$ cat src/coreFrontEndPkg.sv
////////////////////////////////////////////////////////////////////////////
// Shared widths, opcodes, via codes and microword layout for the core
// front end. Every block imports it with a wildcard import
////////////////////////////////////////////////////////////////////////////

`default_nettype none

package coreFrontEndPkg;

    ////////////////////////////////////////////////////////////////////////////
    // Widths

    localparam int unsigned dataWidth = 8;       // Data bus and register byte
    localparam int unsigned wordWidth = 16;      // Address word (MAR, PC, vector)

    ////////////////////////////////////////////////////////////////////////////
    // Opcodes with a fixed mode

    localparam logic [7:0] opNop = 8'hEA;        // Reset and interrupt-latch value
    localparam logic [7:0] opWai = 8'hCB;        // Wait for interrupt
    localparam logic [7:0] opPhw = 8'hF4;        // Push word from {OP2, OP1}
    localparam logic [7:0] opPhr = 8'h62;        // Push relative, word from MAR

    // Prefix opcodes 8B, 9B, AB, BB share these bits
    localparam logic [1:0] pfxTop = 2'b10;       // IR[7:6]
    localparam logic [3:0] pfxLow = 4'hB;        // IR[3:0]

    ////////////////////////////////////////////////////////////////////////////
    // Sequencer via codes, 00 means instruction still in progress

    localparam logic [1:0] viaFetch1   = 2'b01;  // Plain opcode fetch
    localparam logic [1:0] viaLatchInt = 2'b10;  // Interrupt latch, vector load
    localparam logic [1:0] viaFetch3   = 2'b11;  // Fetch unless Int pending

    localparam int unsigned ioRead = 1;          // Read bit of ioOp

    localparam logic [1:0] uCntlSelBa = 2'b01;   // uCntl value selecting branchField

    // Instruction mode, registered with IR
    typedef enum logic [2:0] {
        modeVal = 3'd0,                          // Ordinary instruction
        modePfx = 3'd4,                          // Prefix byte
        modePhr = 3'd5,                          // PHR
        modePhw = 3'd6,                          // PHW
        modeWai = 3'd7                           // WAI
    } modeT;

    // Data-op field read as input demux controls
    typedef struct packed {
        logic ldIr;                              // Load IR from branch field
        logic ldOp1;                             // Load OP1
        logic ldOp2;                             // Load OP2
        logic signFill;                          // OP2 gets sign of source byte
    } dataInOpT;

    // Same field read as output mux selects
    typedef struct packed {
        logic selP;                              // Status word
        logic selLo;                             // Low byte of word source
        logic selHi;                             // High byte of word source
        logic selAlu;                            // ALU result
    } dataOutOpT;

    typedef union packed {
        dataInOpT  diView;
        dataOutOpT doView;
    } dataOpU;

    // Registered microword, fields as seen by the front end
    typedef struct packed {
        logic [dataWidth-1:0] branchField;       // Branch address or immediate byte
        logic [1:0]           uCntl;             // 01 = selBa, bit 0 also VP value
        logic [1:0]           ioOp;              // Memory cycle type
        dataOpU               dataOp;            // DI or DO control, shared bits
        logic [2:0]           regWe;             // Register write enables
        logic                 isr;               // Update VP this cycle
    } uWordT;

endpackage

`default_nettype wire

$ cat src/microwordLatch.sv
////////////////////////////////////////////////////////////////////////////
// Pipeline register between the external sequencer and the front end.
// Holds the microword while the core is stalled
////////////////////////////////////////////////////////////////////////////

`timescale 1ns/1ps
`default_nettype none

module microwordLatch
    import coreFrontEndPkg::*;
(
    input  logic  Clk,
    input  logic  reset,
    input  logic  Rdy,       // Advance enable from cycle control
    input  uWordT uWord,     // Microword from the sequencer ROM
    output uWordT uPl        // Registered microword
);

    ////////////////////////////////////////////////////////////////////////////
    // Latch
    //
    // Loads during reset as well, so the word presented while reset is
    // high becomes the first microword. No clear value of its own

    always_ff @(posedge Clk)
    begin
        if (Rdy || reset)
        begin
            uPl <= uWord;    // Fields take effect from the next cycle
        end
    end

    // Stall behaviour
    // With Rdy low the previous word stays, so every strobe decoded from
    // uPl repeats until the wait ends

endmodule

`default_nettype wire

$ cat src/cycleControl.sv
////////////////////////////////////////////////////////////////////////////
// Via decode, ready generation and register clock enables. Also holds
// the vector-pull flag driven by the microword isr bit
////////////////////////////////////////////////////////////////////////////

`timescale 1ns/1ps
`default_nettype none

module cycleControl
    import coreFrontEndPkg::*;
(
    input  logic       Clk,
    input  logic       reset,
    input  uWordT      uPl,      // Registered microword
    input  logic [1:0] via,      // Sequencer via code
    input  logic       Wait,     // External memory wait
    input  logic       Int,      // Pending interrupt
    input  logic       Valid,    // ALU result valid
    output logic       Done,     // Instruction complete
    output logic       SC,       // Single cycle fetch
    output logic       Rdy,      // Internal clock enable
    output logic       LE_Int,   // Interrupt latch enable
    output logic       VP,       // Vector pull
    output logic       ceIr,     // IR clock enable
    output logic       ceOp1,    // OP1 clock enable
    output logic       ceOp2     // OP2 clock enable
);

    logic regWrite;              // Any register write this cycle
    logic selBa;                 // Branch field is the data source
    logic fetch;                 // Via asks for an opcode fetch

    ////////////////////////////////////////////////////////////////////////////
    // Status strobes

    assign Done   = (via != 2'b00);
    assign SC     = (via == viaFetch3);
    assign LE_Int = (via == viaLatchInt);

    // Ready
    // At end of instruction a pending register write has to wait for the
    // ALU, otherwise only the external wait matters
    assign regWrite = |uPl.regWe;
    assign Rdy      = ~Wait & ~(Done & regWrite & ~Valid);

    ////////////////////////////////////////////////////////////////////////////
    // Clock enables

    assign selBa = (uPl.uCntl == uCntlSelBa);
    assign fetch = (via == viaFetch1) || ((via == viaFetch3) && !Int);

    assign ceIr  = Rdy & (fetch | (selBa & uPl.dataOp.diView.ldIr));
    // IR wins over the operands when both would load
    assign ceOp1 = Rdy & uPl.dataOp.diView.ldOp1 & uPl.ioOp[ioRead] & ~ceIr;
    assign ceOp2 = Rdy & uPl.dataOp.diView.ldOp2 & uPl.ioOp[ioRead] & ~ceIr;

    // Vector pull flag, not held off by Rdy
    always_ff @(posedge Clk)
    begin
        if (reset)
        begin
            VP <= 1'b0;
        end
        else if (uPl.isr)
        begin
            VP <= uPl.uCntl[0];  // Set on entry, cleared on exit
        end
    end

endmodule

`default_nettype wire

$ cat src/instrRegister.sv
////////////////////////////////////////////////////////////////////////////
// Instruction register with a fixed mode decode and the four prefix
// registers. Loads from DI or the microword branch field
////////////////////////////////////////////////////////////////////////////

`timescale 1ns/1ps
`default_nettype none

module instrRegister
    import coreFrontEndPkg::*;
(
    input  logic                 Clk,
    input  logic                 reset,
    input  logic                 ceIr,         // Load enable
    input  logic                 latchInt,     // Via 10, force NOP
    input  logic                 selBa,        // Take branchField instead of DI
    input  logic [dataWidth-1:0] branchField,
    input  logic [dataWidth-1:0] DI,
    output logic [dataWidth-1:0] IR,
    output modeT                 Mode,         // Mode of the opcode in IR
    output logic                 IND,          // Indirect override
    output logic                 SIZ,          // 16-bit size override
    output logic                 OAX,          // Destination becomes X
    output logic                 OAY           // Destination becomes Y
);

    logic [dataWidth-1:0] irNext;

    // Fixed opcode table replacing the decode ROM
    function automatic modeT decodeMode(input logic [dataWidth-1:0] op);
        modeT m;
        m = modeVal;
        if ((op[7:6] == pfxTop) && (op[3:0] == pfxLow))
            m = modePfx;
        else if (op == opWai)
            m = modeWai;
        else if (op == opPhw)
            m = modePhw;
        else if (op == opPhr)
            m = modePhr;
        return m;
    endfunction

    assign irNext = selBa ? branchField : DI;

    ////////////////////////////////////////////////////////////////////////////
    // Opcode and mode

    always_ff @(posedge Clk)
    begin
        if (reset || latchInt)
        begin
            IR   <= opNop;               // NOP decodes as modeVal
            Mode <= modeVal;
        end
        else if (ceIr)
        begin
            IR   <= irNext;
            Mode <= decodeMode(irNext);  // Mode tracks IR cycle for cycle
        end
    end

    // Prefixes, taken from the outgoing IR and Mode at the next load
    always_ff @(posedge Clk)
    begin
        if (reset)
        begin
            {IND, SIZ, OAX, OAY} <= 4'b0000;
        end
        else if (ceIr)
        begin
            if (Mode == modePfx)
            begin
                IND <= IND | (IR[5:4] == 2'b11);   // BB, sticky
                SIZ <= SIZ | (IR[5:4] == 2'b10);   // AB, sticky
                OAX <= (IR[5:4] == 2'b01);         // 9B, one prefix only
                OAY <= (IR[5:4] == 2'b00);         // 8B, one prefix only
            end
            else
            begin
                {IND, SIZ, OAX, OAY} <= 4'b0000;   // Plain opcode ends the chain
            end
        end
    end

endmodule

`default_nettype wire

$ cat src/operandRegisters.sv
////////////////////////////////////////////////////////////////////////////
// OP1 and OP2 operand bytes. Vector load on reset and interrupt latch,
// otherwise loaded from the selected source byte
////////////////////////////////////////////////////////////////////////////

`timescale 1ns/1ps
`default_nettype none

module operandRegisters
    import coreFrontEndPkg::*;
(
    input  logic                 Clk,
    input  logic                 reset,
    input  logic                 latchInt,   // Via 10
    input  logic                 ceOp1,
    input  logic                 ceOp2,
    input  logic                 signFill,   // OP2 takes sign byte
    input  logic [dataWidth-1:0] opDi,       // DI or branch field
    input  logic [wordWidth-1:0] Vector,     // Interrupt vector
    output logic [dataWidth-1:0] OP1,
    output logic [dataWidth-1:0] OP2
);

    // Low operand byte
    always_ff @(posedge Clk)
    begin
        if (reset || latchInt)
            OP1 <= Vector[dataWidth-1:0];
        else if (ceOp1)
            OP1 <= opDi;
    end

    // High operand byte, optionally the sign extension of the source
    always_ff @(posedge Clk)
    begin
        if (reset || latchInt)
            OP2 <= Vector[wordWidth-1:dataWidth];
        else if (ceOp2)
            OP2 <= signFill ? {dataWidth{opDi[dataWidth-1]}} : opDi;
    end

endmodule

`default_nettype wire

$ cat src/dataOutMux.sv
////////////////////////////////////////////////////////////////////////////
// Outgoing data byte for pushes and stores. OR of every selected source
////////////////////////////////////////////////////////////////////////////

`timescale 1ns/1ps
`default_nettype none

module dataOutMux
    import coreFrontEndPkg::*;
(
    input  dataOpU               dataOp,   // Read through doView here
    input  modeT                 Mode,
    input  logic [dataWidth-1:0] OP1,
    input  logic [dataWidth-1:0] OP2,
    input  logic [dataWidth-1:0] aluDo,
    input  logic [dataWidth-1:0] P,
    input  logic [wordWidth-1:0] MAR,
    input  logic [wordWidth-1:0] PC,
    output logic [dataWidth-1:0] DO
);

    logic [wordWidth-1:0] wordSrc;

    // Word pushed by PHW, PHR or a return address push
    always_comb
    begin
        if (Mode == modePhw)
            wordSrc = {OP2, OP1};
        else if (Mode == modePhr)
            wordSrc = MAR;
        else
            wordSrc = PC;
    end

    // Selects are not exclusive, sources combine bitwise
    assign DO = ({dataWidth{dataOp.doView.selAlu}} & aluDo)
              | ({dataWidth{dataOp.doView.selHi}}  & wordSrc[wordWidth-1:dataWidth])
              | ({dataWidth{dataOp.doView.selLo}}  & wordSrc[dataWidth-1:0])
              | ({dataWidth{dataOp.doView.selP}}   & P);

endmodule

`default_nettype wire

$ cat src/coreFrontEnd.sv
////////////////////////////////////////////////////////////////////////////
// Operand and instruction capture front end of the processor core.
// Microword and via come from an external sequencer, ALU and address
// results come in as plain inputs
////////////////////////////////////////////////////////////////////////////

`timescale 1ns/1ps
`default_nettype none

module coreFrontEnd
    import coreFrontEndPkg::*;
(
    input  logic                 Clk,
    input  logic                 reset,

    // Sequencer side
    input  uWordT                uWord,
    input  logic [1:0]           via,

    // Memory, interrupt and ALU side
    input  logic [dataWidth-1:0] DI,
    input  logic                 Wait,
    input  logic                 Int,
    input  logic                 Valid,
    input  logic [wordWidth-1:0] Vector,
    input  logic [wordWidth-1:0] MAR,
    input  logic [wordWidth-1:0] PC,
    input  logic [dataWidth-1:0] aluDo,
    input  logic [dataWidth-1:0] P,

    // Status
    output logic                 Done,
    output logic                 SC,
    output logic                 Rdy,
    output logic                 LE_Int,
    output logic                 VP,

    // Captured instruction and operands
    output logic [dataWidth-1:0] IR,
    output logic [dataWidth-1:0] OP1,
    output logic [dataWidth-1:0] OP2,
    output modeT                 Mode,
    output logic                 IND,
    output logic                 SIZ,
    output logic                 OAX,
    output logic                 OAY,
    output logic [dataWidth-1:0] DO
);

    uWordT                uPl;                  // Registered microword
    logic                 ceIr;
    logic                 ceOp1;
    logic                 ceOp2;
    logic                 selBa;
    logic                 latchInt;
    logic [dataWidth-1:0] opDi;                 // Operand source byte

    ////////////////////////////////////////////////////////////////////////////
    // Shared steering

    assign selBa    = (uPl.uCntl == uCntlSelBa);
    assign opDi     = selBa ? uPl.branchField : DI;   // Immediate from microcode
    assign latchInt = (via == viaLatchInt);

    microwordLatch i_microwordLatch (
        .Clk   (Clk),
        .reset (reset),
        .Rdy   (Rdy),
        .uWord (uWord),
        .uPl   (uPl)
    );

    cycleControl i_cycleControl (
        .Clk    (Clk),
        .reset  (reset),
        .uPl    (uPl),
        .via    (via),
        .Wait   (Wait),
        .Int    (Int),
        .Valid  (Valid),
        .Done   (Done),
        .SC     (SC),
        .Rdy    (Rdy),
        .LE_Int (LE_Int),
        .VP     (VP),
        .ceIr   (ceIr),
        .ceOp1  (ceOp1),
        .ceOp2  (ceOp2)
    );

    instrRegister i_instrRegister (
        .Clk         (Clk),
        .reset       (reset),
        .ceIr        (ceIr),
        .latchInt    (latchInt),
        .selBa       (selBa),
        .branchField (uPl.branchField),
        .DI          (DI),
        .IR          (IR),
        .Mode        (Mode),
        .IND         (IND),
        .SIZ         (SIZ),
        .OAX         (OAX),
        .OAY         (OAY)
    );

    operandRegisters i_operandRegisters (
        .Clk      (Clk),
        .reset    (reset),
        .latchInt (latchInt),
        .ceOp1    (ceOp1),
        .ceOp2    (ceOp2),
        .signFill (uPl.dataOp.diView.signFill),
        .opDi     (opDi),
        .Vector   (Vector),
        .OP1      (OP1),
        .OP2      (OP2)
    );

    // Same dataOp bits, read as output selects
    dataOutMux i_dataOutMux (
        .dataOp (uPl.dataOp),
        .Mode   (Mode),
        .OP1    (OP1),
        .OP2    (OP2),
        .aluDo  (aluDo),
        .P      (P),
        .MAR    (MAR),
        .PC     (PC),
        .DO     (DO)
    );

endmodule

`default_nettype wire

$ cat config.mk
export PLATFORM = sky130hd
export DESIGN_NAME = coreFrontEnd
export DESIGN_NICKNAME = d
export VERILOG_FILES = /design/src/coreFrontEndPkg.sv /design/src/microwordLatch.sv /design/src/cycleControl.sv /design/src/instrRegister.sv /design/src/operandRegisters.sv /design/src/dataOutMux.sv /design/src/coreFrontEnd.sv
export SDC_FILE = /design/constraint.sdc
export NUM_CORES = 1
export LEC_CHECK = 0
export BUFFER_PORTS_ARGS = -buffer_cell sky130_fd_sc_hd__buf_4
export CAP_MARGIN = 20
export CELL_PAD_IN_SITES_DETAIL_PLACEMENT = 2
export CELL_PAD_IN_SITES_GLOBAL_PLACEMENT = 2
export CORE_MARGIN = 10
export CORE_UTILIZATION = 28
export DETAILED_ROUTE_END_ITERATION = 10
export PLACE_DENSITY = 0.84
export SLEW_MARGIN = 40
export SYNTH_ARGS = -nofsm -noshare
export SYNTH_HDL_FRONTEND = slang
export SYNTH_SLANG_ARGS = --single-unit
$ cat constraint.sdc
create_clock -name Clk -period 3.5 [get_ports Clk]
set_clock_uncertainty 0.1 [all_clocks]
set_input_delay 0.875 -clock Clk [delete_from_list [all_inputs] [get_ports Clk]]
set_output_delay 0.875 -clock Clk [all_outputs]
set_load 0.1 [all_outputs]
Word level (Yosys, flattened, before mapping)

Cells that the tools add are included.

Output and inout port bits: 44
Register bits: 52
Word-level logic and storage cells: 82
Input port bits: 99

Equality and inequality tests: 15
Reductions and logical operators: 11
Bitwise logic cells: 25
Multiplexer cells: 16

Operator list:

| kind               | number |
|---|---|
| $mux 8             | 5 |
| $and 8x8->8        | 4 |
| $mux 16            | 2 |
| $or 8x8->8         | 3 |
| $eq 8x8->1 const B | 2 |
| $mux 3             | 4 |
| $and 1x1->1        | 11 |
| $eq 2x2->1 const B | 5 |
| $eq 3x3->1 const B | 3 |
| $eq 8x7->1 const B | 1 |
| $mux 7             | 1 |
| $eq 2x1->1 const B | 3 |
| $reduce_bool 2->1  | 3 |
| $eq 4x4->1 const B | 1 |
| $mux 1             | 4 |
| $not 1->1          | 4 |
| $logic_or 1x1->1   | 3 |
| $or 1x1->1         | 3 |
| $reduce_or 3->1    | 1 |
| $logic_and 1x1->1  | 2 |
| $logic_not 2->1    | 1 |
| $logic_not 1->1    | 1 |

Depth between registers and ports, before layout

Word-level depth: 10
Gate-level depth with buffers: 7
Depth with buffers taken out: 5

By module

From an unflattened synthesis, not the netlist that was laid out.

Cell total of the unflattened synthesis: 274
Area, all modules: 3015.4 µm²

By module, submodules not included:

| module           | times used | area each (µm²) | cells an instance |
|---|---|---|---|
| operandRegisters | 1          | 793.3           | 55 |
| instrRegister    | 1          | 749.5           | 92 |
| microwordLatch   | 1          | 606.8           | 21 |
| dataOutMux       | 1          | 561.8           | 77 |
| coreFrontEnd     | 1          | 160.2           | 11 |
| cycleControl     | 1          | 143.9           | 18 |

Worst setup path after synthesis

OpenSTA, ideal clock, no wires.

Path kind: register to output
Start: register i_instrRegister.Mode[1]
End: output DO[5]
Data arrival time: 2.692 ns
Stages on the path, launching flop included: 7
Data required time: 2.525 ns
Setup slack: -0.167 ns
Cell sequence: dfxtp_1 -> nand3b_4 -> buf_6 -> mux2_4 -> a22oi_1 -> a21oi_1 -> a221o_1

Longest elaborated chain between the ends: 7
Elaborated cells on any way between the ends: 9
Those cells by class: 2 x eq/ne; 2 x mux; 5 x bitwise

Ends and longest elaborated chain:

| what                   | line                | source |
|---|---|---|
| from (decl)            | instrRegister.sv:20 | `output modeT Mode,` |
| from (signal assigned) | instrRegister.sv:54 | `Mode <= modeVal;` |
| from (signal assigned) | instrRegister.sv:59 | `Mode <= decodeMode(irNext);` |
| $eq 3x3->1             | dataOutMux.sv:29    | `else if (Mode == modePhr)` |
| $mux 16                | dataOutMux.sv:29    |  |
| $mux 16 (*)            | dataOutMux.sv:27    | `if (Mode == modePhw)` |
| $and 8x8->8            | dataOutMux.sv:37    | `\| ({dataWidth{dataOp.doView.selHi}} & wordSrc[wordWidth-1:dataWidth])` |
| $or 8x8->8             | dataOutMux.sv:37    |  |
| $or 8x8->8 (*)         | dataOutMux.sv:38    | `\| ({dataWidth{dataOp.doView.selLo}} & wordSrc[dataWidth-1:0])` |
| $or 8x8->8 (*)         | dataOutMux.sv:39    | `\| ({dataWidth{dataOp.doView.selP}} & P);` |
| to (decl)              | coreFrontEnd.sv:47  | `output logic [dataWidth-1:0] DO` |

Every way passes the cells marked *; elsewhere a longest branch is shown, timed or not.

Final worst setup path

Start: register i_instrRegister.Mode[0]
End: output DO[3]

The elaborated chain is that of the path after synthesis.

==> metrics.txt <==
outcome=finished, final reports clean; Synth warnings=0; pre-CTS setup slack=0.365 ns; average via count per standard cell=5.06; DR DRC count=0; Synth Instances=247; Synth area leaders=edfxtp_1, dfxtp_1, mux2_2; Worst Max-Slew Pin Slew=0.759 ns; Clock transition at path regs=0.11 ns; Die Y=between 100 and 150 um; post-synthesis sequential area ratio=0.498; CTS tree=built; flops & latches, synth=51; fmax=roughly 0.3 GHz; Routed wire per std cell=approximately 22 um; Post-synth EDFFs=35; placed inst area=3890 um2; Slew headroom=0.492; initial DRC count=between 50 and 60; CP Data Arrival Time=2.32 ns; area share of the largest cell type after synthesis=0.382; Area growth, synth to finish=44.9%; minimum clock period=between 3 and 4 ns; Critical Path RT=2.52 ns; DRT Wirelength=11200 um; worst skew pair latency=roughly 0.31 ns; syn_nets=roughly 350; Pwr Total=between 1.5 and 2 mW; filler cell count in the final layout=roughly 1000; P per Cell Area=430 nW/um2; final setup margin=0.205 ns; NumNets Final=477; Mean Syn Cell Area=11.1 um2; Yosys cell types=50; grt ovf=0; htree depth=2; crit path capture type=primary output; number of instances in the placed design=approximately 500; Placer Congestion=0.804; Port Buffers=141; non-filler cells, final=512; layout cells sized above 1=0.467; core area=slightly below 10000 um2; Post-CTS Hold Buffers=0; Routed Antenna Nets=0; Final Hold Fails=0; First-pass DRT Iterations=4; Hold WC Path Type=reg -> reg; fin crit share=0.941; CP startpoint kind=flop; first-pass GRT wire length=17100 um; Worst VDD drop=195 uV; via count=2589; n_diodes=0; pin count of the biggest net entering global routing=20; die area=14200 um2; IO Pins=roughly 140; post-synth top area cell=edfxtp_1; Final TNS setup=0 ns; share of synthesized registers carrying an async set or reset=0; critical path type=reg -> out; Synth Flop Type=edfxtp_1; Hold WS=0.382 ns; Final Cell Area=3990 um2; Clock Tree Root=clkbuf_8; PostCTS Resize Cnt=0; CTS Buf Count=5; most common cell after layout, fill and taps aside=buf_4; setup bufs post-CTS=0; gr usage total=0.151; Crit Path Max Fanout=16; DP HPWL=9450 um; Sink Count=51; number of global-route vias before repair=2980; Cell Area, Synth=approximately 2800 um2; Initial Util=0.284; max-slew violations=0; antenna violations before repair=0; clk buf depth=2; leakage=1.71 nW; final setup vio count=0; RSZ-0062 raised after global routing=false; max_cap viols=0; Cell Rows=36; most frequent cells in the layout=buf_4, edfxtp_1, nand2_1, a21oi_1, nor2_1; Die X=119 um; utilization after layout=0.412
-- worst max-delay path, stage by stage (launching register included) --
cell and delay, ns:
dfxtp_2 0.37, nand3b_1 0.53, a221oi_1 0.46, a21oi_1 0.08, a221o_1 0.31, buf_4 0.24
-- registers in the layout, indices dropped and copies added (netlist names) --
name,cells
i_instrRegister.IND,1
i_instrRegister.IR,8
i_operandRegisters.OP1,8
i_cycleControl.VP,1
i_instrRegister.OAX,1
i_microwordLatch.uPl,19
i_instrRegister.SIZ,1
i_instrRegister.OAY,1
i_instrRegister.Mode,3
i_operandRegisters.OP2,8
-- logic make-up (layout without fill, tap and decap cells) --
logic type | Yosys count | in the layout | share of synthesized area
AO/OA/AOI/OAI | 79 | 79 | 0.205
buffers and inverters | 21 | 153 | 0.0400
flip-flops | 51 | 51 | 0.498
multiplexers | 28 | 28 | 0.116
AND/OR/NAND/NOR | 68 | 68 | 0.141
-- where the power goes --
part	leakage, nW	switching, mW	internal, mW	total (mW)
combinational	1.18	0.423	0.179	0.602
clock	0.0491	0.223	0.148	0.371
sequential	0.485	0.0434	0.697	0.741
total	1.71	0.690	1.02	1.71
-- cell usage after synthesis (3+ instances only) --
library cell  number
dfxtp_1           16
and2_1             3
a31oi_1            6
mux2_1             8
a22oi_1            8
nor2_1            14
o211ai_1           5
mux2_2             9
nand2_1           23
o21ai_0            8
a221o_1            8
inv_1              3
nor2b_1            5
o31ai_1            7
edfxtp_1          35
nor4bb_1           4
a21oi_1           16
a211oi_1           3
mux2i_1            7
clkbuf_1          12
a221oi_1           8
-- area by class of cell --
class,count,area (um2),share of cell area
Sequential cell,51,1380,0.345
Timing Repair Buffer,142,1070,0.267
Clock buffer,5,68.8,0.0173
Tap cell,133,166,0.0417
Inverter,3,11.3,0.00282
Multi-Input combinational cell,175,1270,0.319
Clock inverter,3,26.3,0.00659
-- routing by layer --
layer  global-route usage  part of all wire  vias to the layer above
li1                     -                 -                     1218
met5                    0                 0                        -
met3               0.0435             0.064                        7
met2                0.278              0.50                      111
met4               0.0244            0.0069                        0
met1                0.171              0.43                     1253
-- path summary, 6_finish.rpt --
kind	startpoint	to	slack, ns	cells past startpoint
setup / recovery	i_instrRegister.Mode[0]	DO[3]	0.21	5
hold / removal	i_instrRegister.OAY	i_instrRegister.OAY	0.38	2
setup reg to reg	i_microwordLatch.uPl[10]	i_operandRegisters.OP1[6]	1.08	4
hold reg to reg	i_instrRegister.OAY	i_instrRegister.OAY	0.38	2
Power figures use the tool's default switching activity.
